## src/source/morse_pkg.sv

```systemverilog
package morse_pkg;

	// symbol buffer sizing
	localparam int MAX_SYMBOLS = 5;		// longest code in the table (digits)
	localparam int LEN_W = 3;			// holds 0..MAX_SYMBOLS

	// host side of the register window
	localparam int DATA_W = 8;
	localparam int ADDR_W = 2;

	// one morse element, encoding matches the buffer bit value
	typedef enum logic {
		DOT = 1'b0,
		DASH = 1'b1
	} symbol_e;

	// synchronized key levels, all active high
	typedef struct packed {
		logic dot;		// button 0 with switch 0 low
		logic dash;		// button 0 with switch 0 high
		logic done;		// button 1, closes the character
	} keys_t;

	// collected code, always valid
	typedef struct packed {
		logic [LEN_W-1:0] len;				// symbols received so far
		logic [MAX_SYMBOLS-1:0] pattern;	// first symbol in bit 0
		logic overflow;					// more than MAX_SYMBOLS entered
	} code_t;

	// one host bus cycle
	typedef struct packed {
		logic write;					// single cycle write strobe
		logic [ADDR_W-1:0] address;		// also selects the read mux
		logic [DATA_W-1:0] write_data;
	} host_req_t;

	// register map
	typedef enum logic [ADDR_W-1:0] {
		REG_READY = 2'd0,	// new character flag
		REG_CHAR = 2'd1,	// last decoded ascii character
		REG_SPARE2 = 2'd2,	// reads zero
		REG_SPARE3 = 2'd3	// reads zero
	} reg_addr_e;

	// result for anything that is not in the table
	localparam logic [DATA_W-1:0] UNKNOWN_CHAR = "#";

endpackage
```

## src/source/morse_decoder.sv

```systemverilog
`timescale 1ns/1ns

module morse_decoder #(
	parameter int SYNC_STAGES = 2	// synchronizer depth, 1 or more
) (
	input logic clk,
	input logic rst_n,
	input logic [1:0] button_in,	// active low
	input logic [3:0] switch_in,
	input morse_pkg::host_req_t host,
	output logic [morse_pkg::DATA_W-1:0] read_data
);

	morse_pkg::keys_t keys;
	logic symbol_stb;
	morse_pkg::symbol_e symbol;
	logic done_stb;		// goes to collector and registers together
	morse_pkg::code_t code;
	logic [morse_pkg::DATA_W-1:0] char_code;

	// pins to clean key levels
	key_sampler #(
		.SYNC_STAGES(SYNC_STAGES)
	) key_sampler_i (
		.clk(clk),
		.rst_n(rst_n),
		.button_in(button_in),
		.switch_in(switch_in),
		.keys(keys)
	);

	press_sequencer press_sequencer_i (
		.clk(clk),
		.rst_n(rst_n),
		.keys(keys),
		.symbol_stb(symbol_stb),
		.symbol(symbol),
		.done_stb(done_stb)
	);

	symbol_collector symbol_collector_i (
		.clk(clk),
		.rst_n(rst_n),
		.symbol_stb(symbol_stb),
		.symbol(symbol),
		.done_stb(done_stb),
		.code(code)
	);

	// table output is sampled by the registers on done_stb
	morse_table morse_table_i (
		.code(code),
		.char_code(char_code)
	);

	morse_regs morse_regs_i (
		.clk(clk),
		.rst_n(rst_n),
		.done_stb(done_stb),
		.char_code(char_code),
		.host(host),
		.read_data(read_data)
	);

endmodule

```

## src/source/morse_regs.sv

```systemverilog
`timescale 1ns/1ns

module morse_regs (
	input logic clk,
	input logic rst_n,
	input logic done_stb,
	input logic [morse_pkg::DATA_W-1:0] char_code,
	input morse_pkg::host_req_t host,
	output logic [morse_pkg::DATA_W-1:0] read_data
);

	logic [morse_pkg::DATA_W-1:0] ready_q;	// register 0
	logic [morse_pkg::DATA_W-1:0] char_q;	// register 1
	morse_pkg::reg_addr_e addr;

	assign addr = morse_pkg::reg_addr_e'(host.address);

	always_ff @(posedge clk) begin
		if (!rst_n) begin
			ready_q <= '0;
			char_q <= morse_pkg::UNKNOWN_CHAR;
		end else if (done_stb) begin
			// a new character wins over a host write in the same cycle
			char_q <= char_code;
			ready_q <= morse_pkg::DATA_W'(1);
		end else if (host.write) begin
			case (addr)
				morse_pkg::REG_READY: ready_q <= host.write_data;	// host clears flag
				morse_pkg::REG_CHAR: char_q <= host.write_data;
				default: ;	// spare addresses drop writes
			endcase
		end
	end

	// asynchronous read
	always_comb begin
		case (addr)
			morse_pkg::REG_READY: read_data = ready_q;
			morse_pkg::REG_CHAR: read_data = char_q;
			default: read_data = '0;
		endcase
	end

endmodule

```

## src/source/morse_table.sv

```systemverilog
`timescale 1ns/1ns

module morse_table (
	input morse_pkg::code_t code,
	output logic [morse_pkg::DATA_W-1:0] char_code
);

	// seq holds the first symbol in its msb so codes read left to right
	// dot is 0 and dash is 1, e.g. "A" (.-) is 2'b01
	logic [morse_pkg::MAX_SYMBOLS-1:0] seq;

	always_comb begin
		for (int i = 0; i < morse_pkg::MAX_SYMBOLS; i++) begin
			seq[morse_pkg::MAX_SYMBOLS-1-i] = code.pattern[i];
		end
	end

	always_comb begin
		char_code = morse_pkg::UNKNOWN_CHAR;	// empty, overflow, no match
		if (!code.overflow) begin
			case (code.len)
				3'd1: char_code = seq[4] ? "T" : "E";
				3'd2: begin
					case (seq[4:3])
						2'b01: char_code = "A";
						2'b00: char_code = "I";
						2'b11: char_code = "M";
						2'b10: char_code = "N";
						default: char_code = morse_pkg::UNKNOWN_CHAR;
					endcase
				end
				3'd3: begin
					case (seq[4:2])
						3'b100: char_code = "D";
						3'b110: char_code = "G";
						3'b101: char_code = "K";
						3'b111: char_code = "O";
						3'b010: char_code = "R";
						3'b000: char_code = "S";
						3'b001: char_code = "U";
						3'b011: char_code = "W";
						default: char_code = morse_pkg::UNKNOWN_CHAR;
					endcase
				end
				3'd4: begin
					// four of the sixteen codes have no letter
					case (seq[4:1])
						4'b1000: char_code = "B";
						4'b1010: char_code = "C";
						4'b0010: char_code = "F";
						4'b0000: char_code = "H";
						4'b0111: char_code = "J";
						4'b0100: char_code = "L";
						4'b0110: char_code = "P";
						4'b1101: char_code = "Q";
						4'b0001: char_code = "V";
						4'b1001: char_code = "X";
						4'b1011: char_code = "Y";
						4'b1100: char_code = "Z";
						default: char_code = morse_pkg::UNKNOWN_CHAR;
					endcase
				end
				3'd5: begin
					case (seq)	// digits only
						5'b11111: char_code = "0";
						5'b01111: char_code = "1";
						5'b00111: char_code = "2";
						5'b00011: char_code = "3";
						5'b00001: char_code = "4";
						5'b00000: char_code = "5";
						5'b10000: char_code = "6";
						5'b11000: char_code = "7";
						5'b11100: char_code = "8";
						5'b11110: char_code = "9";
						default: char_code = morse_pkg::UNKNOWN_CHAR;
					endcase
				end
				default: char_code = morse_pkg::UNKNOWN_CHAR;	// len 0
			endcase
		end
	end

endmodule

```

## src/source/symbol_collector.sv

```systemverilog
`timescale 1ns/1ns

module symbol_collector (
	input logic clk,
	input logic rst_n,
	input logic symbol_stb,
	input morse_pkg::symbol_e symbol,
	input logic done_stb,
	output morse_pkg::code_t code
);

	localparam logic [morse_pkg::LEN_W-1:0] FULL = morse_pkg::LEN_W'(morse_pkg::MAX_SYMBOLS);
	localparam logic [morse_pkg::LEN_W-1:0] ONE = morse_pkg::LEN_W'(1);

	logic full;

	assign full = (code.len == FULL);	// buffer has no free slot

	always_ff @(posedge clk) begin
		if (!rst_n) begin
			code.len <= '0;
			code.pattern <= '0;
			code.overflow <= 1'b0;
		end else if (done_stb) begin
			// character consumed by the table this cycle, start over
			code.len <= '0;
			code.pattern <= '0;
			code.overflow <= 1'b0;
		end else if (symbol_stb) begin
			if (full) begin
				code.overflow <= 1'b1;	// sticky until done
			end else begin
				code.pattern[code.len] <= symbol;	// next free index
				code.len <= code.len + ONE;
			end
		end
	end

endmodule

```

## src/source/press_sequencer.sv

```systemverilog
`timescale 1ns/1ns

module press_sequencer (
	input logic clk,
	input logic rst_n,
	input morse_pkg::keys_t keys,
	output logic symbol_stb,
	output morse_pkg::symbol_e symbol,
	output logic done_stb
);

	// one pulse state and one wait state per key
	typedef enum logic [2:0] {
		IDLE = 3'd0,
		DOT_PULSE = 3'd1,
		DOT_WAIT = 3'd2,
		DASH_PULSE = 3'd3,
		DASH_WAIT = 3'd4,
		DONE_PULSE = 3'd5,
		DONE_WAIT = 3'd6
	} state_e;

	state_e state_q;
	state_e state_d;

	always_ff @(posedge clk) begin
		if (!rst_n) begin
			state_q <= IDLE;
		end else begin
			state_q <= state_d;
		end
	end

	always_comb begin
		state_d = state_q;	// hold by default
		case (state_q)
			IDLE: begin
				// dot beats dash beats done
				if (keys.dot) begin
					state_d = DOT_PULSE;
				end else if (keys.dash) begin
					state_d = DASH_PULSE;
				end else if (keys.done) begin
					state_d = DONE_PULSE;
				end
			end
			DOT_PULSE: state_d = DOT_WAIT;		// pulse lasts one cycle
			DASH_PULSE: state_d = DASH_WAIT;
			DONE_PULSE: state_d = DONE_WAIT;
			DOT_WAIT: begin
				if (!keys.dot) begin
					state_d = IDLE;
				end
			end
			DASH_WAIT: begin
				if (!keys.dash) begin
					state_d = IDLE;
				end
			end
			DONE_WAIT: begin
				if (!keys.done) begin
					state_d = IDLE;	// released, ready for next key
				end
			end
			default: state_d = IDLE;	// unused encoding 7
		endcase
	end

	// moore outputs, one strobe per press however long it is held
	assign symbol_stb = (state_q == DOT_PULSE) || (state_q == DASH_PULSE);
	assign done_stb = (state_q == DONE_PULSE);

	// only meaningful while symbol_stb is high
	assign symbol = (state_q == DASH_PULSE) ? morse_pkg::DASH : morse_pkg::DOT;

endmodule

```

## src/source/key_sampler.sv

```systemverilog
`timescale 1ns/1ns

module key_sampler #(
	parameter int SYNC_STAGES = 2
) (
	input logic clk,
	input logic rst_n,
	input logic [1:0] button_in,	// active low push buttons
	input logic [3:0] switch_in,	// whole dip switch, only bit 0 is the key
	output morse_pkg::keys_t keys
);

	// per stage bit order is {switch 0, button 1, button 0}
	localparam logic [2:0] RELEASED = 3'b011;	// buttons up, switch low

	logic [SYNC_STAGES-1:0][2:0] sync_q;	// stage 0 faces the pins
	logic [2:0] pins_s;					// last stage, safe to use
	logic press0;

	always_ff @(posedge clk) begin
		if (!rst_n) begin
			sync_q <= {SYNC_STAGES{RELEASED}};
		end else begin
			sync_q[0] <= {switch_in[0], button_in[1], button_in[0]};
			for (int i = 1; i < SYNC_STAGES; i++) begin
				sync_q[i] <= sync_q[i-1];	// plain shift chain
			end
		end
	end

	assign pins_s = sync_q[SYNC_STAGES-1];
	assign press0 = ~pins_s[0];		// button 0 held

	// the switch picks what button 0 means
	always_comb begin
		keys.dot = press0 & ~pins_s[2];
		keys.dash = press0 & pins_s[2];
		keys.done = ~pins_s[1];
	end

endmodule

```

## config.mk

```make
export PLATFORM = sky130hd
export DESIGN_NAME = morse_decoder
export DESIGN_NICKNAME = d
export VERILOG_FILES = /design/src/source/morse_pkg.sv /design/src/source/morse_decoder.sv /design/src/source/morse_regs.sv /design/src/source/morse_table.sv /design/src/source/symbol_collector.sv /design/src/source/press_sequencer.sv /design/src/source/key_sampler.sv
export SDC_FILE = /design/constraint.sdc
export NUM_CORES = 1
export LEC_CHECK = 0
export BUFFER_PORTS_ARGS = -buffer_cell sky130_fd_sc_hd__clkbuf_2
export CAP_MARGIN = 0
export CELL_PAD_IN_SITES_DETAIL_PLACEMENT = 0
export CELL_PAD_IN_SITES_GLOBAL_PLACEMENT = 1
export CORE_ASPECT_RATIO = 1.75
export CORE_MARGIN = 5
export CORE_UTILIZATION = 38
export DETAILED_ROUTE_END_ITERATION = 12
export PLACE_DENSITY_LB_ADDON = 0.1
export SLEW_MARGIN = 15
export SYNTH_ARGS = -nofsm -noshare
export SYNTH_HDL_FRONTEND = slang
export SYNTH_SLANG_ARGS = --single-unit
```

## constraint.sdc

```tcl
create_clock -name clk -period 4.4 [get_ports clk]
set_input_delay 0.22 -clock clk [delete_from_list [all_inputs] [get_ports clk]]
set_output_delay 0.22 -clock clk [all_outputs]
set_load 0.1 [all_outputs]
```

==> results of run 1 <==
## where the power goes
part / total (mW) / switching [mW] / internal, mW / leakage, nW
logic: 0.101 / 0.0660 / 0.0354 / 0.739
registers: 0.491 / 0.0146 / 0.477 / 0.415
clock network: 0.369 / 0.159 / 0.210 / 0.0669
total: 0.962 / 0.240 / 0.722 / 1.22
## layout make-up
type / count / area, µm²
clock buffer: 6 / 129
clock inverter: 2 / 12.5
fill: 710 / 3890
inverter: 11 / 41.3
multi-input combinational: 216 / 1520
sequential: 51 / 1020
tap: 84 / 105
timing repair buffer: 26 / 138
## routing by layer
metal | part of all wire, % | vias up
li1 | - | 1060
met1 | 39 | 970
met2 | 56 | 36
met3 | 3.2 | 6
met4 | 1.7 | 0
met5 | 0 | -
## cells in the mapped netlist (2+ instances only)
cell type	n	area share (%)
dfxtp_1	51	38
nand2_1	35	4.9
nor2_1	30	4.2
mux2i_1	19	7.1
o21ai_0	18	3.4
ha_1	16	7.5
a21oi_1	12	2.2
nand3_1	10	1.9
clkbuf_1	9	1.3
nand2b_1	9	2.1
inv_1	8	1.1
a32o_1	6	2.2
and2_1	5	1.2
buf_4	3	0.84
buf_6	3	1.3
inv_2	3	0.42
mux2_2	3	1.3
nand3b_1	3	0.84
nor2b_1	3	0.70
o21ai_1	3	0.56
a211oi_2	2	0.93
a21boi_0	2	0.56
a222oi_1	2	0.75
a31oi_1	2	0.47
a32oi_1	2	0.65
buf_2	2	0.37
mux2_4	2	1.1
nor3_1	2	0.37
nor4b_1	2	0.65
o211ai_1	2	0.56
o311a_1	2	0.75
## path summary, 6_finish.rpt
| path | slack, ps | end | cells past startpoint | start |
|---|---|---|---|---|
| min | 110 | key_sampler_i.sync_q[1] | 2 | button_in[1] |
| min reg2reg | 410 | key_sampler_i.pins_s[0] | 1 | key_sampler_i.sync_q[0] |
| max | 1550 | flip-flop | 9 | symbol_collector_i.code[8] |
| max reg2reg | 1550 | flip-flop | 9 | symbol_collector_i.code[8] |
## stage by stage
step           total power, mW  cell area [µm²]  utilization (%)  cells  worst slack [ps]
3_5_place_dp             0.605             2820             41.1    388              1570
5_1_grt                   1.00             2960             43.2    396              1310
6_report                 0.962             2960             43.2    396              1550
2_1_floorplan            0.580             2680                -    296              2170
3_3_place_gp             0.604             2820             41.1    388              1560
4_1_cts                  0.976             2960             43.2    396              1520
## placed cells by master, fill, tap and decap left out, types with 2 or more instances in the layout
cell	count
a211oi_2	2
a21boi_0	2
a21oi_1	12
a222oi_1	2
a31oi_1	2
a32o_1	6
a32oi_1	2
and2_1	5
buf_4	3
clkbuf_16	5
clkbuf_2	23
dfxtp_1	51
ha_1	16
inv_1	8
inv_2	3
mux2_2	3
mux2_4	2
mux2i_1	19
nand2_1	35
nand2b_1	9
nand3_1	10
nand3b_1	3
nor2_1	30
nor2b_1	3
nor3_1	2
nor4b_1	2
o211ai_1	2
o21ai_0	18
o21ai_1	3
o311a_1	2
## kinds of logic (layout without fill, tap and decap cells)
group,Yosys count,after routing,synth area share (%)
AO/OA/AOI/OAI,64,64,16.8
XOR/XNOR,2,2,0.933
adder cells (fa/ha/maj),16,16,7.47
buffers and inverters,29,45,5.41
flip-flops,51,51,38.1
multiplexers,26,26,10.8
AND/OR/NAND/NOR,108,108,20.4
==> impl_metrics.tcl, run 1 <==
set metrics [dict create \
    cpPeakStageDelay_ps 670 \
    max_freq_mhz 350 \
    synthDistinctLibCells 56 \
    met1_usage_pct 15.7 \
    num_rows 40 \
    cp_slowest_cell "dfxtp_1" \
    drive_gt1_share_pct 17.3 \
    tightestPinTransition_ps 759 \
    syn_avg_cell_area_um2 9.06 \
    synthesis.instances 296 \
    period_share_pct 64.8 \
    dr.pass1.iters 4 \
    power_leakage_nw 1.22 \
    area_delta_synth_final_pct 10.5 \
    crit_type "reg2reg" \
    route.vias.total 2072 \
    grt_max_degree 24 \
    cap_violations 0 \
    final-setup-viol-count 0 \
    met3_usage_pct 2.07 \
    clockBufferDepth 2 \
    relSlewSlack_pct 49.3 \
    async_flop_share_pct 0 \
    cp_num_buf_inv 1 \
    ctsResizeCount 0 \
    drt_wl_total_um 6140 \
    rsz0062_at_grt "no" \
    postCtsSetupBuffers 0 \
    ios 27 \
    clockRootBuffer "clkbuf_16" \
    postRouteAntennaNets 0 \
    critPathLaunchType "flip-flop" \
    grt_first_pass_wirelength_um 10400 \
    cp-end-kind "flip-flop" \
    dp_hpwl_um 4710 \
    drc 0 \
    nets 346 \
    die_w_um 73.5 \
    viasPerCell 5.23 \
    cts_inserted_buffers 5 \
    grt_pass1_vias 2110 \
    synthesis.area_mm2 0.00268 \
    grt_overflow_total 0 \
    finalMaxSlewViolations 0 \
    dieArea_mm2 0.00890 \
    use_met2_pct 28.7 \
    clkTransAtPathRegs_ps 60 \
    numClockSinks 51 \
    cts_hold_buf 0 \
    core_area_mm2 0.00686 \
    start_util_pct 39.1 \
    powerDensity_mw_per_mm2 325 \
    synth_fp_nets 331 \
    grt_use_total_pct 14.9 \
    holdWs_ps 107 \
    synth_seq_area_share_pct 38.1 \
    path_max_fanout 15 \
    synth-seq-cells 51 \
    clock_latency_ps 290 \
    yosys_warnings 0 \
    path_cells "and4bb_1 > nand2_1 > mux2i_2 > or2_1 > inv_2 > ha_1 > nor4b_1 > a31oi_1 > nand3_1" \
    cts_tree "yes" \
    antenna_found_initial 0 \
    setup_tns_ps 0 \
    peakVddDrop_mv 0.132 \
    gp_congestion 0.758 \
    gr-max-usage-layer "met2" \
    ys.flop_type "dfxtp_1" \
    finClkSkew_ps 4.13 \
    post_drt_wl_per_cell_um 15.5 \
    status "finished, final reports clean" \
    arrival_ps 3020 \
    cp_top_family "simple AND/OR/NAND/NOR gates" \
    synth_edf_count 0 \
    diodes 0 \
    numPortBuffers 23 \
    first_iter_violations 115 \
    finalHoldViolations 0 \
    holdCritPathClass "in2reg" \
    die_h_um 121 \
    fin_crit_ps 2850 \
    required_ps 4570 \
    h-tree-depth 2 \
]
(Power assumes the default switching activity.)
==> run 2, diff against run 1 <==
==> constraint.sdc (replaced) <==
create_clock -name clk -period 2.85 [get_ports clk]
set_input_delay 0.1425 -clock clk [delete_from_list [all_inputs] [get_ports clk]]
set_output_delay 0.1425 -clock clk [all_outputs]
set_load 0.1 [all_outputs]
==> run 2 against run 1 <==
Final cell count is 1.0% higher. Register-to-register slack worse by 1100 ps. Largest cell class unchanged. Die area stayed put. Worst setup slack worse by 1100 ps. Critical path type unchanged. First-iteration DRC count is 16% lower.
==> impl_metrics.tcl, run 2 (synthesized netlist as in run 1, its figures left out) <==
set metrics [dict create \
    setup_tns_ps 0 \
    diodes 0 \
    clockRootBuffer "clkbuf_16" \
    met1_usage_pct 15.4 \
    finish.instance_area_mm2 0.00302 \
    met3_usage_pct 2.32 \
    drt_wl_total_um 6100 \
    fin_crit_ps 2440 \
    cap_violations 0 \
    post_drt_wl_per_cell_um 15.3 \
    required_ps 3020 \
    cts_tree "yes" \
    nets 351 \
    layout.cells.non_filler 400 \
    layout_common_cells "dfxtp_1, nand2_1, nor2_1, clkbuf_2, mux2i_1" \
    crit_type "reg2reg" \
    dp_hpwl_um 4720 \
    gr-max-usage-layer "met2" \
    start_util_pct 39.1 \
    die_h_um 121 \
    drive_gt1_share_pct 18.7 \
    worstHoldStart "button_in[1]" \
    fillers 690 \
    gp_congestion 0.787 \
    finClkSkew_ps 3.90 \
    clkTransAtPathRegs_ps 70 \
    grt_pass1_vias 2107 \
    dr.pass1.iters 4 \
    max_freq_mhz 410 \
    relSlewSlack_pct 51.9 \
    ctsResizeCount 0 \
    grt_first_pass_wirelength_um 10200 \
    h-tree-depth 2 \
    antenna_found_initial 0 \
    numClockSinks 51 \
    timing.rr.start "symbol_collector_i.code[7]" \
    grt_max_degree 23 \
    dpl_cell_area_mm2 0.00286 \
    power_leakage_nw 1.26 \
    p_total_mw 1.58 \
    finalHoldViolations 0 \
    critical_path.startpoint "symbol_collector_i.code[7]" \
    cts_hold_buf 0 \
    cp-end-kind "flip-flop" \
    postCtsSetupBuffers 0 \
    first_iter_violations 97 \
    final_common_cell "dfxtp_1" \
    drc 0 \
    holdCritPathClass "in2reg" \
    peakVddDrop_mv 0.210 \
    holdWs_ps 30.1 \
    rsz0062_at_grt "no" \
    use_met2_pct 27.0 \
    dieArea_mm2 0.00890 \
    status "finished, final reports clean" \
    num_rows 40 \
    critPathLaunchType "flip-flop" \
    dp_cells 393 \
    path_max_fanout 6 \
    final-setup-viol-count 0 \
    finalMaxSlewViolations 0 \
    area_delta_synth_final_pct 12.6 \
    viasPerCell 5.17 \
    core_area_mm2 0.00686 \
    tightestPinTransition_ps 720 \
    clockBufferDepth 2 \
    grt_use_total_pct 14.6 \
    dp_slack_ps 425 \
    ios 27 \
    route.vias.total 2069 \
    grt_overflow_total 0 \
    postRouteAntennaNets 0 \
    cts_inserted_buffers 5 \
    die_w_um 73.5 \
    final.setup.worst_slack_ps 413 \
    numPortBuffers 23 \
    arrival_ps 2610 \
    postLayoutCoreUtil_pct 44.1 \
    powerDensity_mw_per_mm2 523 \
    period_share_pct 85.5 \
    clock_latency_ps 290 \
]
==> run 2: cell count changes in the layout (fill, tap and decap cells not counted) <==
cell,previous run,this run
buf_4,3,8
clkinv_2,1,0
bufinv_16,0,1
clkbuf_1,1,0
==> run 2: cell type report <==
cell class | count | area (µm²) | area share, %
Inverter | 11 | 41.3 | 1.37
Clock inverter | 2 | 37.5 | 1.24
Tap cell | 84 | 105 | 3.48
Clock buffer | 5 | 125 | 4.14
Sequential cell | 51 | 1020 | 33.8
Timing Repair Buffer | 31 | 175 | 5.80
Multi-Input combinational cell | 216 | 1520 | 50.2
==> run 2: critical path, cell delays in order, from the launching register on <==
cell and delay [ps]:
dfxtp_1 420, inv_1 150, ha_1 220, nand4b_1 180, mux2_2 280, nor2b_1 350
inv_1 80, ha_1 280, o311a_1 350
==> run 2: power by group <==
part           switching (mW)  internal [mW]  leakage [nW]  total [mW]
clock network           0.251          0.409        0.0759       0.660
logic                   0.108         0.0583         0.764       0.167
registers              0.0165          0.736         0.415       0.752
total                   0.376           1.20          1.26        1.58
==> run 2: layer usage <==
layer	vias to the layer above	wire length (µm)
li1	1072	-
met1	948	2420
met2	36	3290
met3	13	197
met4	0	197
met5	-	0
==> run 2: final timing paths <==
check	end	slack [ps]	cells after the start
worst max-delay path	flip-flop	410	8
worst min-delay path	key_sampler_i.sync_q[1]	30	2
worst max register to register	flip-flop	410	8
worst min register to register	key_sampler_i.pins_s[1]	410	1
==> run 3, diff against run 2 <==
--- a/config.mk
+++ b/config.mk
@@ -6,12 +6,12 @@
 export NUM_CORES = 1
 export LEC_CHECK = 0
 export BUFFER_PORTS_ARGS = -buffer_cell sky130_fd_sc_hd__clkbuf_2
-export CAP_MARGIN = 0
+export CAP_MARGIN = 20
 export CELL_PAD_IN_SITES_DETAIL_PLACEMENT = 0
 export CELL_PAD_IN_SITES_GLOBAL_PLACEMENT = 1
 export CORE_ASPECT_RATIO = 1.75
 export CORE_MARGIN = 5
-export CORE_UTILIZATION = 38
+export CORE_UTILIZATION = 35
 export DETAILED_ROUTE_END_ITERATION = 12
 export PLACE_DENSITY_LB_ADDON = 0.1
 export SLEW_MARGIN = 15
==> run 3 against run 2 <==
Cell area about the same. Via count up 0.58%. Wire length up 4.3%. Combinational power about the same. Non-clock buffer count unchanged. First-iteration DRC count up 13%. Sequential share of layout area about the same. Flip-flop and latch count unchanged. Clock skew about the same. Die area up 7.6%. Hold slack better by 4.6 ps. Highest routed layer unchanged.
==> impl_metrics.tcl, run 3 (synthesized netlist as in run 1, its figures left out) <==
set metrics [dict create \
    status "finished, final reports clean" \
    regArea_mm2 0.00102 \
    grt_overflow_total 0 \
    dp_slack_ps 429 \
    start_util_pct 35.7 \
    dpl_cell_area_mm2 0.00286 \
    grt_pass1_vias 2085 \
    route.vias.total 2081 \
    met3WireLength_um 164 \
    finClkSkew_ps 4.04 \
    finalHoldViolations 0 \
    clock_latency_ps 290 \
    die_w_um 76.2 \
    ios 27 \
    nets 351 \
    grt_max_degree 23 \
    first_iter_violations 110 \
    cp-end-kind "flip-flop" \
    clockRootBuffer "clkbuf_16" \
    clkTransAtPathRegs_ps 70 \
    numClockSinks 51 \
    die_h_um 126 \
    num_rows 42 \
    path_max_fanout 6 \
    dieArea_mm2 0.00958 \
    p_sw_mw 0.378 \
    final_common_cell "dfxtp_1" \
    power_leakage_nw 1.26 \
    holdCritPathClass "in2reg" \
    holdWs_ps 34.6 \
    r2r_slack_ps 410 \
    layout_common_cells "dfxtp_1, nand2_1, nor2_1, clkbuf_2, mux2i_1" \
    crit_type "reg2reg" \
    tightestPinTransition_ps 568 \
    diodes 0 \
    multi_input_area_mm2 0.00152 \
    core_area_mm2 0.00751 \
    reg2regPathDepth 8 \
    arrival_ps 2620 \
    postCtsSetupBuffers 0 \
    required_ps 3030 \
    dp_cells 397 \
    p_int_mw 1.17 \
    postLayoutCoreUtil_pct 40.2 \
    numPortBuffers 23 \
    drt_wl_total_um 6370 \
    holdPathStages 2 \
    grt_use_total_pct 13.6 \
    post_drt_wl_per_cell_um 15.7 \
    viasPerCell 5.14 \
    timing.rr.start "symbol_collector_i.code[7]" \
    h-tree-depth 2 \
    hold_path_end "key_sampler_i.sync_q[0]" \
    setup_tns_ps 0 \
    relSlewSlack_pct 62.0 \
    top_layer "met4" \
    final-setup-viol-count 0 \
    clockBufferDepth 2 \
    layout.cells.non_filler 405 \
    p_total_mw 1.55 \
    period_share_pct 85.6 \
    fin_crit_ps 2440 \
    critical_path.startpoint "symbol_collector_i.code[7]" \
    max_freq_mhz 410 \
    finalMaxSlewViolations 0 \
    wl_met2_um 3620 \
    powerDensity_mw_per_mm2 511 \
    area_delta_synth_final_pct 12.7 \
    postRouteAntennaNets 0 \
    rsz0062_at_grt "no" \
    drc 0 \
    met1_length_um 2500 \
    peakVddDrop_mv 0.284 \
    p_sw_share_pct 24.5 \
    clock_power_share_pct 40.5 \
    gp_congestion 0.789 \
    cap_violations 0 \
    critPathLaunchType "flip-flop" \
    power_frac_comb_pct 10.8 \
    finish.instance_area_mm2 0.00302 \
    antenna_found_initial 0 \
    ctsResizeCount 0 \
    cts_inserted_buffers 5 \
    final.setup.worst_slack_ps 410 \
    fillers 802 \
    cts_hold_buf 0 \
    drive_gt1_share_pct 18.9 \
    worstHoldStart "button_in[0]" \
    grt_first_pass_wirelength_um 10500 \
    dr.pass1.iters 4 \
    p_seq_share_pct 48.7 \
    dp_hpwl_um 4970 \
    cts_tree "yes" \
]
run 3: cell types whose count changed in the layout (fill, tap and decap cells not counted), sizes merged:
cell    previous run  this run
bufinv             1         0
clkbuf            28        30
run 3: area by class of cell:
cell class	count	area share (%)
clock buffers	7	5.05
clock inverters	1	0.248
inverters	11	1.37
multi-input cells	216	50.1
flip-flops and latches	51	33.8
well taps	88	3.64
repair buffers	31	5.79
run 3: critical path: stages, from the launching register on:
cell      delay, ps
dfxtp_1         420
inv_1           150
ha_1            220
nand4b_1        180
mux2_2          280
nor2b_1         370
inv_1            90
ha_1            290
o311a_1         340
run 3: power groups by stage:
stage	clock network (mW)	logic, mW	registers (mW)
global route	0.680	0.185	0.755
global placement	0	0.169	0.768
floorplan	0	0.134	0.761
detailed placement	0	0.170	0.768
CTS	0.651	0.170	0.752
finish	0.626	0.167	0.752
run 3: worst max path at each step:
| stage | to | slack (ps) |
|---|---|---|
| after floorplan | flip-flop | 690 |
| after global placement | flip-flop | 440 |
| after detailed placement | flip-flop | 430 |
| after CTS | flip-flop | 410 |
| after global routing | flip-flop | 260 |
| final | flip-flop | 410 |
run 3: per-layer routing:
metal	track usage [%]	vias up
li1	-	1073
met1	14.0	972
met2	26.6	32
met3	2.64	4
met4	4.63	0
met5	0	-
